<file path="src/logic/busPkg.sv">
// --------------------
// bus widths, bus-cycle states and reset vector
// --------------------
package busPkg;

  // defaults, the top level passes the real widths down
  localparam int ADDR_WIDTH = 16;
  localparam int DATA_WIDTH = 8;

  typedef enum logic [1:0] {busIdle, busActive} busStateT;

  // low byte of the vector, high byte follows
  localparam logic [15:0] RESET_VECTOR = 16'hFFFC;

endpackage

</file>
<file path="src/logic/cpuPkg.sv">
// --------------------
// opcodes, ALU operations, FSM states and flag positions
// shared by decode, ALU, status register and sequencer
// --------------------
package cpuPkg;

  // real 6502 encodings of the supported subset
  typedef enum logic [7:0] {
    opLdaImm = 8'hA9,
    opLdaAbs = 8'hAD,
    opStaAbs = 8'h8D,
    opAdcImm = 8'h69,
    opSbcImm = 8'hE9,
    opAndImm = 8'h29,
    opOraImm = 8'h09,
    opEorImm = 8'h49,
    opJmpAbs = 8'h4C,
    opSec    = 8'h38,
    opClc    = 8'h18,
    opNop    = 8'hEA
  } opcodeT;

  typedef enum logic [2:0] {aluPass, aluAdd, aluSub, aluAnd, aluOr, aluEor} aluOpT;

  typedef enum logic [3:0] {
    stVecLo, stVecHi, stFetch, stOperand, stAddrHi, stExec, stLoad, stStore
  } cpuStateT;

  typedef enum logic [1:0] {modeImplied, modeImmediate, modeAbsolute} addrModeT;

  // P register layout
  localparam int flagC = 0;
  localparam int flagZ = 1;
  localparam int flagV = 6;
  localparam int flagN = 7;

endpackage

</file>
<file path="src/logic/alu.sv">
// --------------------
// 8-bit add/subtract and logic unit
// --------------------
`timescale 1ns/1ps

module alu import cpuPkg::*; (
  input  aluOpT      aluOp,
  input  logic [7:0] a,
  input  logic [7:0] b,
  input  logic       carryIn,
  output logic [7:0] result,
  output logic       carryOut,
  output logic       overflow,
  output logic       zero,
  output logic       negative
);

  logic [7:0] addend;
  logic [8:0] sum;

  // SBC is A + ~B + C, carry set means no borrow
  assign addend = (aluOp == aluSub) ? ~b : b;
  assign sum    = {1'b0, a} + {1'b0, addend} + {8'd0, carryIn};

  always_comb begin
    result   = b;
    carryOut = carryIn;
    overflow = 1'b0;
    case (aluOp)
      aluAdd, aluSub: begin
        result   = sum[7:0];
        carryOut = sum[8];
        // operands of equal sign giving a result of the other sign
        overflow = (a[7] == addend[7]) && (sum[7] != a[7]);
      end
      aluAnd:  result = a & b;
      aluOr:   result = a | b;
      aluEor:  result = a ^ b;
      default: result = b;
    endcase
  end

  assign zero     = (result == 8'd0);
  assign negative = result[7];

endmodule

</file>
<file path="src/logic/busMaster.sv">
// --------------------
// Wishbone classic master, one access per request
// --------------------
`timescale 1ns/1ps

module busMaster import busPkg::*; #(
  parameter int ADDR_WIDTH = busPkg::ADDR_WIDTH,
  parameter int DATA_WIDTH = busPkg::DATA_WIDTH
) (
  input  logic                  phi2,
  input  logic                  arstN,
  input  logic                  reqValid,
  input  logic [ADDR_WIDTH-1:0] reqAddr,
  input  logic                  reqWrite,
  input  logic [DATA_WIDTH-1:0] reqData,
  input  logic                  wbAck,
  input  logic [DATA_WIDTH-1:0] wbDatI,
  output logic                  rspDone,
  output logic [DATA_WIDTH-1:0] rspData,
  output logic                  wbCyc,
  output logic                  wbStb,
  output logic                  wbWe,
  output logic [ADDR_WIDTH-1:0] wbAdr,
  output logic [DATA_WIDTH-1:0] wbDatO
);

  busStateT state;
  logic     accept;
  logic     finish;

  assign accept = (state == busIdle) && reqValid;
  assign finish = (state == busActive) && wbAck;

  // cyc and stb follow the state, dropping the cycle after ack
  assign wbCyc = (state == busActive);
  assign wbStb = (state == busActive);

  always_ff @(posedge phi2 or negedge arstN) begin
    if (!arstN) begin
      state   <= busIdle;
      wbWe    <= 1'b0;
      rspDone <= 1'b0;
    end else begin
      rspDone <= finish;
      if (accept) begin
        state <= busActive;
        wbWe  <= reqWrite;
      end else if (finish) begin
        state <= busIdle;
        wbWe  <= 1'b0;
      end
    end
  end

  always_ff @(posedge phi2) begin
    if (accept) begin
      wbAdr  <= reqAddr;
      wbDatO <= reqData;
    end
    if (finish) begin
      rspData <= wbDatI;
    end
  end

endmodule

</file>
<file path="src/logic/controlFsm.sv">
// --------------------
// instruction sequencer: vector, fetch, operands, execute
// owns the program counter and the operand latch
// --------------------
`timescale 1ns/1ps

module controlFsm import cpuPkg::*, busPkg::*; (
  input  logic        phi2,
  input  logic        arstN,
  input  logic        rspDone,
  input  logic [7:0]  rspData,
  input  addrModeT    addrMode,
  input  logic        storeAcc,
  input  logic        loadAcc,
  input  logic        isJump,
  input  logic [7:0]  acc,
  output logic        reqValid,
  output logic [15:0] reqAddr,
  output logic        reqWrite,
  output logic [7:0]  reqData,
  output logic [7:0]  opcode,
  output logic [7:0]  operand,
  output logic [15:0] pc,
  output logic        execStrobe,
  output logic        accLoad,
  output logic        sync
);

  cpuStateT   state;
  logic       reqPending;
  logic       needBus;
  logic [7:0] opLo, opHi;

  always_comb begin
    case (state)
      stOperand: needBus = (addrMode != modeImplied);
      stExec:    needBus = 1'b0;
      default:   needBus = 1'b1;
    endcase
  end

  // one request per bus state, then wait for the answer
  assign reqValid = needBus && !reqPending;
  assign reqWrite = (state == stStore);
  assign reqData  = acc;
  assign sync     = reqValid && (state == stFetch);

  always_comb begin
    case (state)
      stVecLo:         reqAddr = RESET_VECTOR;
      stVecHi:         reqAddr = RESET_VECTOR + 16'd1;
      stLoad, stStore: reqAddr = {opHi, opLo};
      default:         reqAddr = pc;
    endcase
  end

  assign operand    = opLo;
  assign execStrobe = (state == stExec);
  assign accLoad    = execStrobe && loadAcc;

  always_ff @(posedge phi2 or negedge arstN) begin
    if (!arstN) begin
      state      <= stVecLo;
      reqPending <= 1'b0;
      pc         <= 16'd0;
      opcode     <= 8'd0;
    end else begin
      if (reqValid) begin
        reqPending <= 1'b1;
      end else if (rspDone) begin
        reqPending <= 1'b0;
      end
      case (state)
        stVecLo: if (rspDone) state <= stVecHi;
        stVecHi: if (rspDone) begin
          pc    <= {rspData, opLo};
          state <= stFetch;
        end
        stFetch: if (rspDone) begin
          opcode <= rspData;
          pc     <= pc + 16'd1;
          state  <= stOperand;
        end
        stOperand: begin
          if (addrMode == modeImplied) begin
            state <= stExec;
          end else if (rspDone) begin
            pc    <= pc + 16'd1;
            state <= (addrMode == modeImmediate) ? stExec : stAddrHi;
          end
        end
        stAddrHi: if (rspDone) begin
          if (isJump) begin
            pc    <= {rspData, opLo};
            state <= stFetch;
          end else begin
            pc    <= pc + 16'd1;
            state <= storeAcc ? stStore : stLoad;
          end
        end
        stLoad:  if (rspDone) state <= stExec;
        stStore: if (rspDone) state <= stFetch;
        default: state <= stFetch;
      endcase
    end
  end

  // operand latch, the loaded byte replaces the low address
  always_ff @(posedge phi2) begin
    if (rspDone) begin
      case (state)
        stVecLo, stOperand, stLoad: opLo <= rspData;
        stAddrHi:                   opHi <= rspData;
        default:                    ;
      endcase
    end
  end

endmodule

</file>
<file path="src/logic/cpuTop.sv">
// --------------------
// 6502 subset core on a Wishbone classic bus
// --------------------
`timescale 1ns/1ps

module cpuTop import cpuPkg::*, busPkg::*; #(
  parameter int ADDR_WIDTH = busPkg::ADDR_WIDTH,
  parameter int DATA_WIDTH = busPkg::DATA_WIDTH
) (
  input  logic                  phi2,
  input  logic                  arstN,
  input  logic                  wbAck,
  input  logic [DATA_WIDTH-1:0] wbDatI,
  output logic                  wbCyc,
  output logic                  wbStb,
  output logic                  wbWe,
  output logic [ADDR_WIDTH-1:0] wbAdr,
  output logic [DATA_WIDTH-1:0] wbDatO,
  output logic                  sync
);

  logic        reqValid, reqWrite, rspDone;
  logic [15:0] reqAddr;
  logic [7:0]  reqData, rspData;
  logic [7:0]  opcode, operand, acc, flags;
  logic        execStrobe, accLoad;
  aluOpT       aluOp;
  addrModeT    addrMode;
  logic        loadAcc, storeAcc, isJump, setCarry, clrCarry, updNz, updCv;
  logic [7:0]  aluResult;
  logic        aluCarry, aluOverflow, aluZero, aluNegative;

  // accumulator
  always_ff @(posedge phi2 or negedge arstN) begin
    if (!arstN) begin
      acc <= 8'd0;
    end else if (accLoad) begin
      acc <= aluResult;
    end
  end

  controlFsm fsm (
    .phi2, .arstN, .rspDone, .rspData, .addrMode, .storeAcc, .loadAcc, .isJump, .acc,
    .reqValid, .reqAddr, .reqWrite, .reqData, .opcode, .operand,
    .pc(), .execStrobe, .accLoad, .sync
  );

  instructionDecode decode (
    .opcode, .aluOp, .addrMode, .loadAcc, .storeAcc, .isJump,
    .setCarry, .clrCarry, .updNz, .updCv
  );

  alu aluUnit (
    .aluOp, .a(acc), .b(operand), .carryIn(flags[flagC]),
    .result(aluResult), .carryOut(aluCarry), .overflow(aluOverflow),
    .zero(aluZero), .negative(aluNegative)
  );

  statusReg status (
    .phi2, .arstN, .updNz, .updCv, .setCarry, .clrCarry,
    .carryIn(aluCarry), .overflowIn(aluOverflow), .zeroIn(aluZero),
    .negativeIn(aluNegative), .load(execStrobe), .flags
  );

  busMaster #(.ADDR_WIDTH(ADDR_WIDTH), .DATA_WIDTH(DATA_WIDTH)) bus (
    .phi2, .arstN, .reqValid, .reqAddr, .reqWrite, .reqData, .wbAck, .wbDatI,
    .rspDone, .rspData, .wbCyc, .wbStb, .wbWe, .wbAdr, .wbDatO
  );

endmodule

</file>
<file path="src/logic/instructionDecode.sv">
// --------------------
// opcode to datapath controls, combinational
// --------------------
`timescale 1ns/1ps

module instructionDecode import cpuPkg::*; (
  input  logic [7:0] opcode,
  output aluOpT      aluOp,
  output addrModeT   addrMode,
  output logic       loadAcc,
  output logic       storeAcc,
  output logic       isJump,
  output logic       setCarry,
  output logic       clrCarry,
  output logic       updNz,
  output logic       updCv
);

  always_comb begin
    // anything unlisted falls through as an implied NOP
    aluOp    = aluPass;
    addrMode = modeImplied;
    loadAcc  = 1'b0;
    storeAcc = 1'b0;
    isJump   = 1'b0;
    setCarry = 1'b0;
    clrCarry = 1'b0;
    updCv    = 1'b0;
    case (opcode)
      opLdaImm: begin addrMode = modeImmediate; loadAcc = 1'b1; end
      opLdaAbs: begin addrMode = modeAbsolute;  loadAcc = 1'b1; end
      opStaAbs: begin addrMode = modeAbsolute;  storeAcc = 1'b1; end
      opJmpAbs: begin addrMode = modeAbsolute;  isJump = 1'b1; end
      opAdcImm: begin
        addrMode = modeImmediate;
        aluOp    = aluAdd;
        loadAcc  = 1'b1;
        updCv    = 1'b1;
      end
      opSbcImm: begin
        addrMode = modeImmediate;
        aluOp    = aluSub;
        loadAcc  = 1'b1;
        updCv    = 1'b1;
      end
      opAndImm: begin addrMode = modeImmediate; aluOp = aluAnd; loadAcc = 1'b1; end
      opOraImm: begin addrMode = modeImmediate; aluOp = aluOr;  loadAcc = 1'b1; end
      opEorImm: begin addrMode = modeImmediate; aluOp = aluEor; loadAcc = 1'b1; end
      opSec:    setCarry = 1'b1;
      opClc:    clrCarry = 1'b1;
      default:  ;
    endcase
    // every accumulator write also sets N and Z, as on a real 6502
    updNz = loadAcc;
  end

endmodule

</file>
<file path="src/logic/statusReg.sv">
// --------------------
// N V Z C flags in P register layout
// --------------------
`timescale 1ns/1ps

module statusReg import cpuPkg::*; (
  input  logic       phi2,
  input  logic       arstN,
  input  logic       updNz,
  input  logic       updCv,
  input  logic       setCarry,
  input  logic       clrCarry,
  input  logic       carryIn,
  input  logic       overflowIn,
  input  logic       zeroIn,
  input  logic       negativeIn,
  input  logic       load,
  output logic [7:0] flags
);

  logic n, v, z, c;

  always_ff @(posedge phi2 or negedge arstN) begin
    if (!arstN) begin
      n <= 1'b0;
      v <= 1'b0;
      z <= 1'b0;
      c <= 1'b0;
    end else if (load) begin
      if (updNz) begin
        n <= negativeIn;
        z <= zeroIn;
      end
      if (updCv) begin
        v <= overflowIn;
      end
      // SEC/CLC win over an arithmetic carry
      if (setCarry) begin
        c <= 1'b1;
      end else if (clrCarry) begin
        c <= 1'b0;
      end else if (updCv) begin
        c <= carryIn;
      end
    end
  end

  always_comb begin
    // bits 5 and 4 read as 1 like a pushed P image
    flags        = 8'h30;
    flags[flagN] = n;
    flags[flagV] = v;
    flags[flagZ] = z;
    flags[flagC] = c;
  end

endmodule

</file>
<file path="config.mk">
export PLATFORM = sky130hd
export DESIGN_NAME = cpuTop
export DESIGN_NICKNAME = d
export VERILOG_FILES = /design/src/logic/busPkg.sv /design/src/logic/cpuPkg.sv /design/src/logic/alu.sv /design/src/logic/busMaster.sv /design/src/logic/controlFsm.sv /design/src/logic/cpuTop.sv /design/src/logic/instructionDecode.sv /design/src/logic/statusReg.sv
export SDC_FILE = /design/constraint.sdc
export NUM_CORES = 1
export LEC_CHECK = 0
export ABC_AREA = 1
export BUFFER_PORTS_ARGS = -buffer_cell sky130_fd_sc_hd__buf_2
export CORE_MARGIN = 5
export CORE_UTILIZATION = 55
export DETAILED_ROUTE_END_ITERATION = 8
export MAX_ROUTING_LAYER = met4
export PLACE_DENSITY = 0.74
export SKIP_LAST_GASP = 1
export SYNTH_ARGS = -nofsm -noshare
export SYNTH_HDL_FRONTEND = slang
export SYNTH_SLANG_ARGS = --single-unit
</file>
<file path="constraint.sdc">
create_clock -name phi2 -period 4.2 [get_ports phi2]
set_input_delay 0.84 -clock phi2 [delete_from_list [all_inputs] [get_ports phi2]]
set_output_delay 0.84 -clock phi2 [all_outputs]
set_load 0.02 [all_outputs]
</file>
==> flow_summary.html <==
<table>
<tr><th>Metric</th><th>Value</th></tr>
<tr><th colspan="2">Routing</th></tr>
<tr><td>Detailed-routed wire length on met3</td><td>665 um</td></tr>
<tr><td>Uppermost signal routing layer after detailed routing</td><td>met4</td></tr>
<tr><td>Via/cell ratio</td><td>5.47</td></tr>
<tr><td>DRC Markers</td><td>0</td></tr>
<tr><td>First-pass iteration count of the detailed router</td><td>5</td></tr>
<tr><td>Total via count after detailed routing</td><td>4144</td></tr>
<tr><td>Number of DRC markers after the initial detailed-route iteration</td><td>346</td></tr>
<tr><td>M1 wire length</td><td>5360 um</td></tr>
<tr><td>Final wirelength</td><td>12200 um</td></tr>
<tr><td>Met2 Wirelength</td><td>5950 um</td></tr>
<tr><td>Wirelength per Cell</td><td>16.1 um</td></tr>
<tr><td>Routed Antenna Nets</td><td>0</td></tr>
<tr><th colspan="2">Timing</th></tr>
<tr><td>Worst slew margin</td><td>0.350</td></tr>
<tr><td>Skew final</td><td>0.0164 ns</td></tr>
<tr><td>Final critical delay including setup and external delays</td><td>3.42 ns</td></tr>
<tr><td>Setup TNS</td><td>0 ns</td></tr>
<tr><td>Max-slew violation count</td><td>0</td></tr>
<tr><td>Final critical-path share of the clock period</td><td>0.815</td></tr>
<tr><td>Final setup violation count</td><td>0</td></tr>
<tr><td>RSZ-0062 raised after global routing</td><td>no</td></tr>
<tr><td>Slew at the pin closest to its max-slew limit</td><td>0.975 ns</td></tr>
<tr><td>Achievable Freq</td><td>292 MHz</td></tr>
<tr><td>Final Hold Fails</td><td>0</td></tr>
<tr><th colspan="2">Setup path</th></tr>
<tr><td>Kind of end point of the critical path</td><td>register</td></tr>
<tr><td>Startpoint of the lowest-slack register-to-register path</td><td>fsm.opcode[2]$_DFFE_PN0P_</td></tr>
<tr><td>Internal reg-to-reg setup slack</td><td>0.78 ns</td></tr>
<tr><td>Data required time at the worst endpoint</td><td>4.45 ns</td></tr>
<tr><td>Worst path arrival time</td><td>3.67 ns</td></tr>
<tr><td>Length in cells of the worst reg-to-reg path</td><td>16</td></tr>
<tr><td>Setup crit start kind</td><td>register</td></tr>
<tr><td>Worst flop-to-flop path endpoint</td><td>acc[4]$_DFFE_PN0P_</td></tr>
<tr><td>Maximum fanout along the worst path</td><td>11</td></tr>
<tr><td>Critical setup path kind</td><td>reg -&gt; reg</td></tr>
<tr><th colspan="2">Placed design</th></tr>
<tr><td>IO buf count</td><td>38</td></tr>
<tr><td>HPWL after detailed placement</td><td>9210 um</td></tr>
<tr><td>Placed Instance Area</td><td>5390 um2</td></tr>
<tr><td>DP Cell Count</td><td>743</td></tr>
<tr><td>Final Wtd Congestion</td><td>0.987</td></tr>
<tr><th colspan="2">Synthesis</th></tr>
<tr><td>Synthesis-stage register bit count</td><td>88</td></tr>
<tr><td>Yosys warnings</td><td>0</td></tr>
<tr><td>Cell types occupying the most area after synthesis</td><td>edfxtp_1, dfrtp_1, nand2_1</td></tr>
<tr><td>Net Count, Synth</td><td>641</td></tr>
<tr><td>Distinct cell type count of the synthesized netlist</td><td>44</td></tr>
<tr><td>Post-synthesis sequential area ratio</td><td>0.475</td></tr>
<tr><td>Area of the mapped netlist</td><td>5140 um2</td></tr>
<tr><td>Cell type with the highest aggregate area in the netlist</td><td>edfxtp_1</td></tr>
<tr><td>Post-synth top area share</td><td>0.280</td></tr>
<tr><td>Syn Area/Cell</td><td>8.51 um2</td></tr>
<tr><td>Cells after synthesis</td><td>604</td></tr>
<tr><th colspan="2">Die</th></tr>
<tr><td>Die outline height</td><td>107 um</td></tr>
<tr><td>Width of the die</td><td>107 um</td></tr>
<tr><td>Floorplan core area</td><td>9200 um2</td></tr>
<tr><td>Number of core rows</td><td>35</td></tr>
<tr><td>Top-level I/O count</td><td>39</td></tr>
<tr><td>Starting density of the core</td><td>0.559</td></tr>
<tr><td>Overall die area</td><td>11400 um2</td></tr>
<tr><th colspan="2">Clocking</th></tr>
<tr><td>Num Clock Sinks</td><td>88</td></tr>
<tr><td>CTS resizes</td><td>0</td></tr>
<tr><td>Clock slew at reported path FFs</td><td>0.09 ns</td></tr>
<tr><td>CTS Root Buffer Type</td><td>clkbuf_8</td></tr>
<tr><td>Insertion delay of the later-clocked pin in the worst-skew pair</td><td>0.36 ns</td></tr>
<tr><td>Post-CTS Hold Buffers</td><td>0</td></tr>
<tr><td>Number of buffers added for setup after CTS</td><td>0</td></tr>
<tr><td>Number of H-tree branching levels</td><td>3</td></tr>
<tr><td>Clock tree from TritonCTS</td><td>yes</td></tr>
<tr><td>Maximum count of clock buffers along a single path</td><td>2</td></tr>
<tr><td>Inserted Clock Buffers</td><td>9</td></tr>
<tr><th colspan="2">Power</th></tr>
<tr><td>Worst IR drop on VDD</td><td>0.000378 V</td></tr>
<tr><td>Power Dens Cells</td><td>643 nW/um2</td></tr>
<tr><td>Leak Pwr</td><td>2.61 nW</td></tr>
<tr><th colspan="2">Finish</th></tr>
<tr><td>Area added between synthesis and finish</td><td>9.11%</td></tr>
<tr><td>Fillers</td><td>798</td></tr>
<tr><td>Most used cells in the layout excluding fill and tap cells</td><td>nand2_1, inv_1, nor2_1, edfxtp_1</td></tr>
<tr><td>Final cell area excluding filler cells</td><td>5610 um2</td></tr>
<tr><td>Number of diodes</td><td>0</td></tr>
<tr><td>Layout net count</td><td>680</td></tr>
<tr><td>Fraction of layout instances using a drive strength above 1</td><td>0.141</td></tr>
<tr><td>Commonest non-fill, non-tap cell in the layout</td><td>nand2_1</td></tr>
<tr><td>Non-filler cells in the finished layout</td><td>758</td></tr>
<tr><th colspan="2">Min path</th></tr>
<tr><td>HP Class</td><td>reg -&gt; reg</td></tr>
<tr><td>Hold Path Origin</td><td>bus.rspData[6]$_DFFE_PP_</td></tr>
<tr><td>Worst Hold Endpoint</td><td>fsm.operand[6]$_DFFE_PP_</td></tr>
<tr><td>Worst hold stages</td><td>0</td></tr>
<tr><th colspan="2">GRT</th></tr>
<tr><td>First-pass GRT wire length</td><td>19700 um</td></tr>
<tr><td>Initial antenna violation count</td><td>0</td></tr>
<tr><td>GR Util All Layers</td><td>0.230</td></tr>
<tr><td>Number of global-route vias before repair</td><td>3941</td></tr>
<tr><td>Maximum number of pins on one net before global-route repair</td><td>41</td></tr>
<tr><td>GRT overflow</td><td>0</td></tr>
<tr><th colspan="2">Run status</th></tr>
<tr><td>Outcome</td><td>finished, final reports clean</td></tr>
<tr><th colspan="2">Flow run</th></tr>
<tr><td>Number of maximum-capacitance constraint violations</td><td>0</td></tr>
</table>
state kept, by name, summed over array words and instances, names as in the netlist:
register / cells
acc: 8
bus.rspData: 8
bus.rspDone: 1
bus.state: 1
bus.wbAdr: 16
bus.wbDatO: 8
bus.wbWe: 1
fsm.opHi: 8
fsm.opcode: 8
fsm.operand: 8
fsm.pc: 16
fsm.reqPending: 1
fsm.state: 3
status.c: 1
through the flow:
stage / worst slack [ns] / total power (W) / utilization / hold WS, ns
after floorplan: 1.47 / 0.00257 / - / 0.445
after global placement: 0.963 / 0.00290 / 0.586 / 0.468
after detailed placement: 0.874 / 0.00295 / 0.586 / 0.473
after CTS: 0.837 / 0.00360 / 0.610 / 0.490
after global routing: 0.587 / 0.00387 / 0.610 / 0.517
final: 0.778 / 0.00361 / 0.610 / 0.491
cell usage after synthesis, drive strengths merged:
cell    number
a21o         1
a21oi       15
a22oi        3
buf          9
clkbuf       2
clkinv       1
dfrtp       40
edfxtp      48
fa           2
ha          24
inv         87
mux2         2
nand2      163
nand3       42
nand3b       2
nand4       10
nor2        67
nor3        10
nor4         1
o211ai       1
o21ai       50
o21bai       1
o221ai       1
o22ai        4
or2          2
xnor2        3
xor2        13
worst max path at each step:
stage                     cells after the start  slack, ns                 end                 startpoint
after floorplan                              17       1.47  acc[4]$_DFFE_PN0P_  fsm.opcode[2]$_DFFE_PN0P_
after global placement                       16       0.96  acc[4]$_DFFE_PN0P_  fsm.opcode[2]$_DFFE_PN0P_
after detailed placement                     16       0.87  acc[4]$_DFFE_PN0P_  fsm.opcode[2]$_DFFE_PN0P_
after CTS                                    16       0.84  acc[4]$_DFFE_PN0P_  fsm.opcode[2]$_DFFE_PN0P_
after global routing                         16       0.59  acc[4]$_DFFE_PN0P_  fsm.opcode[2]$_DFFE_PN0P_
final                                        16       0.78  acc[4]$_DFFE_PN0P_  fsm.opcode[2]$_DFFE_PN0P_
where the power goes:
group / internal [W] / total (W) / switching (W) / leakage, nW
sequential: 0.00124 / 0.00148 / 0.000242 / 0.955
combinational: 0.000470 / 0.00147 / 0.00100 / 1.55
clock: 0.000336 / 0.000656 / 0.000320 / 0.102
total: 0.00204 / 0.00361 / 0.00156 / 2.61
cell type report:
cell class              count  area [um2]  area share
clock inverters             6        92.6      0.0165
well taps                 111         139      0.0248
multi-input cells         417        2270       0.405
flip-flops and latches     88        2440       0.436
inverters                  88         339      0.0605
repair buffers             39         198      0.0353
clock buffers               9         124      0.0221
cell families (layout without fill, tap and decap cells):
family	count (synthesis)	in the layout	share of synthesized area
flops	88	88	0.475
fa+ha+maj	26	26	0.0662
buf+inv	99	142	0.0830
xor+xnor	16	16	0.0273
mux	2	2	0.00438
simple gates	297	297	0.259
compound gates	76	76	0.0852
metal layers:
layer	track usage	vias to the layer above
li1	-	2041
met1	0.296	1932
met2	0.373	155
met3	0.0397	16
met4	0.0740	0
met5	-	-
critical path: stages, from the launching register on:
cell     delay [ns]
dfrtp_1        0.40
inv_1          0.08
nand2_1        0.05
nor2_1         0.50
nand4_2        0.43
xor2_1         0.28
fa_1           0.44
fa_1           0.44
inv_1          0.09
nand3_1        0.06
nand2_1        0.11
xnor2_1        0.12
nor2_1         0.06
nor2_1         0.10
nand2_1        0.06
nand2_1        0.06
nand2_1        0.05
No activity file was read; power rests on OpenSTA's default activity.
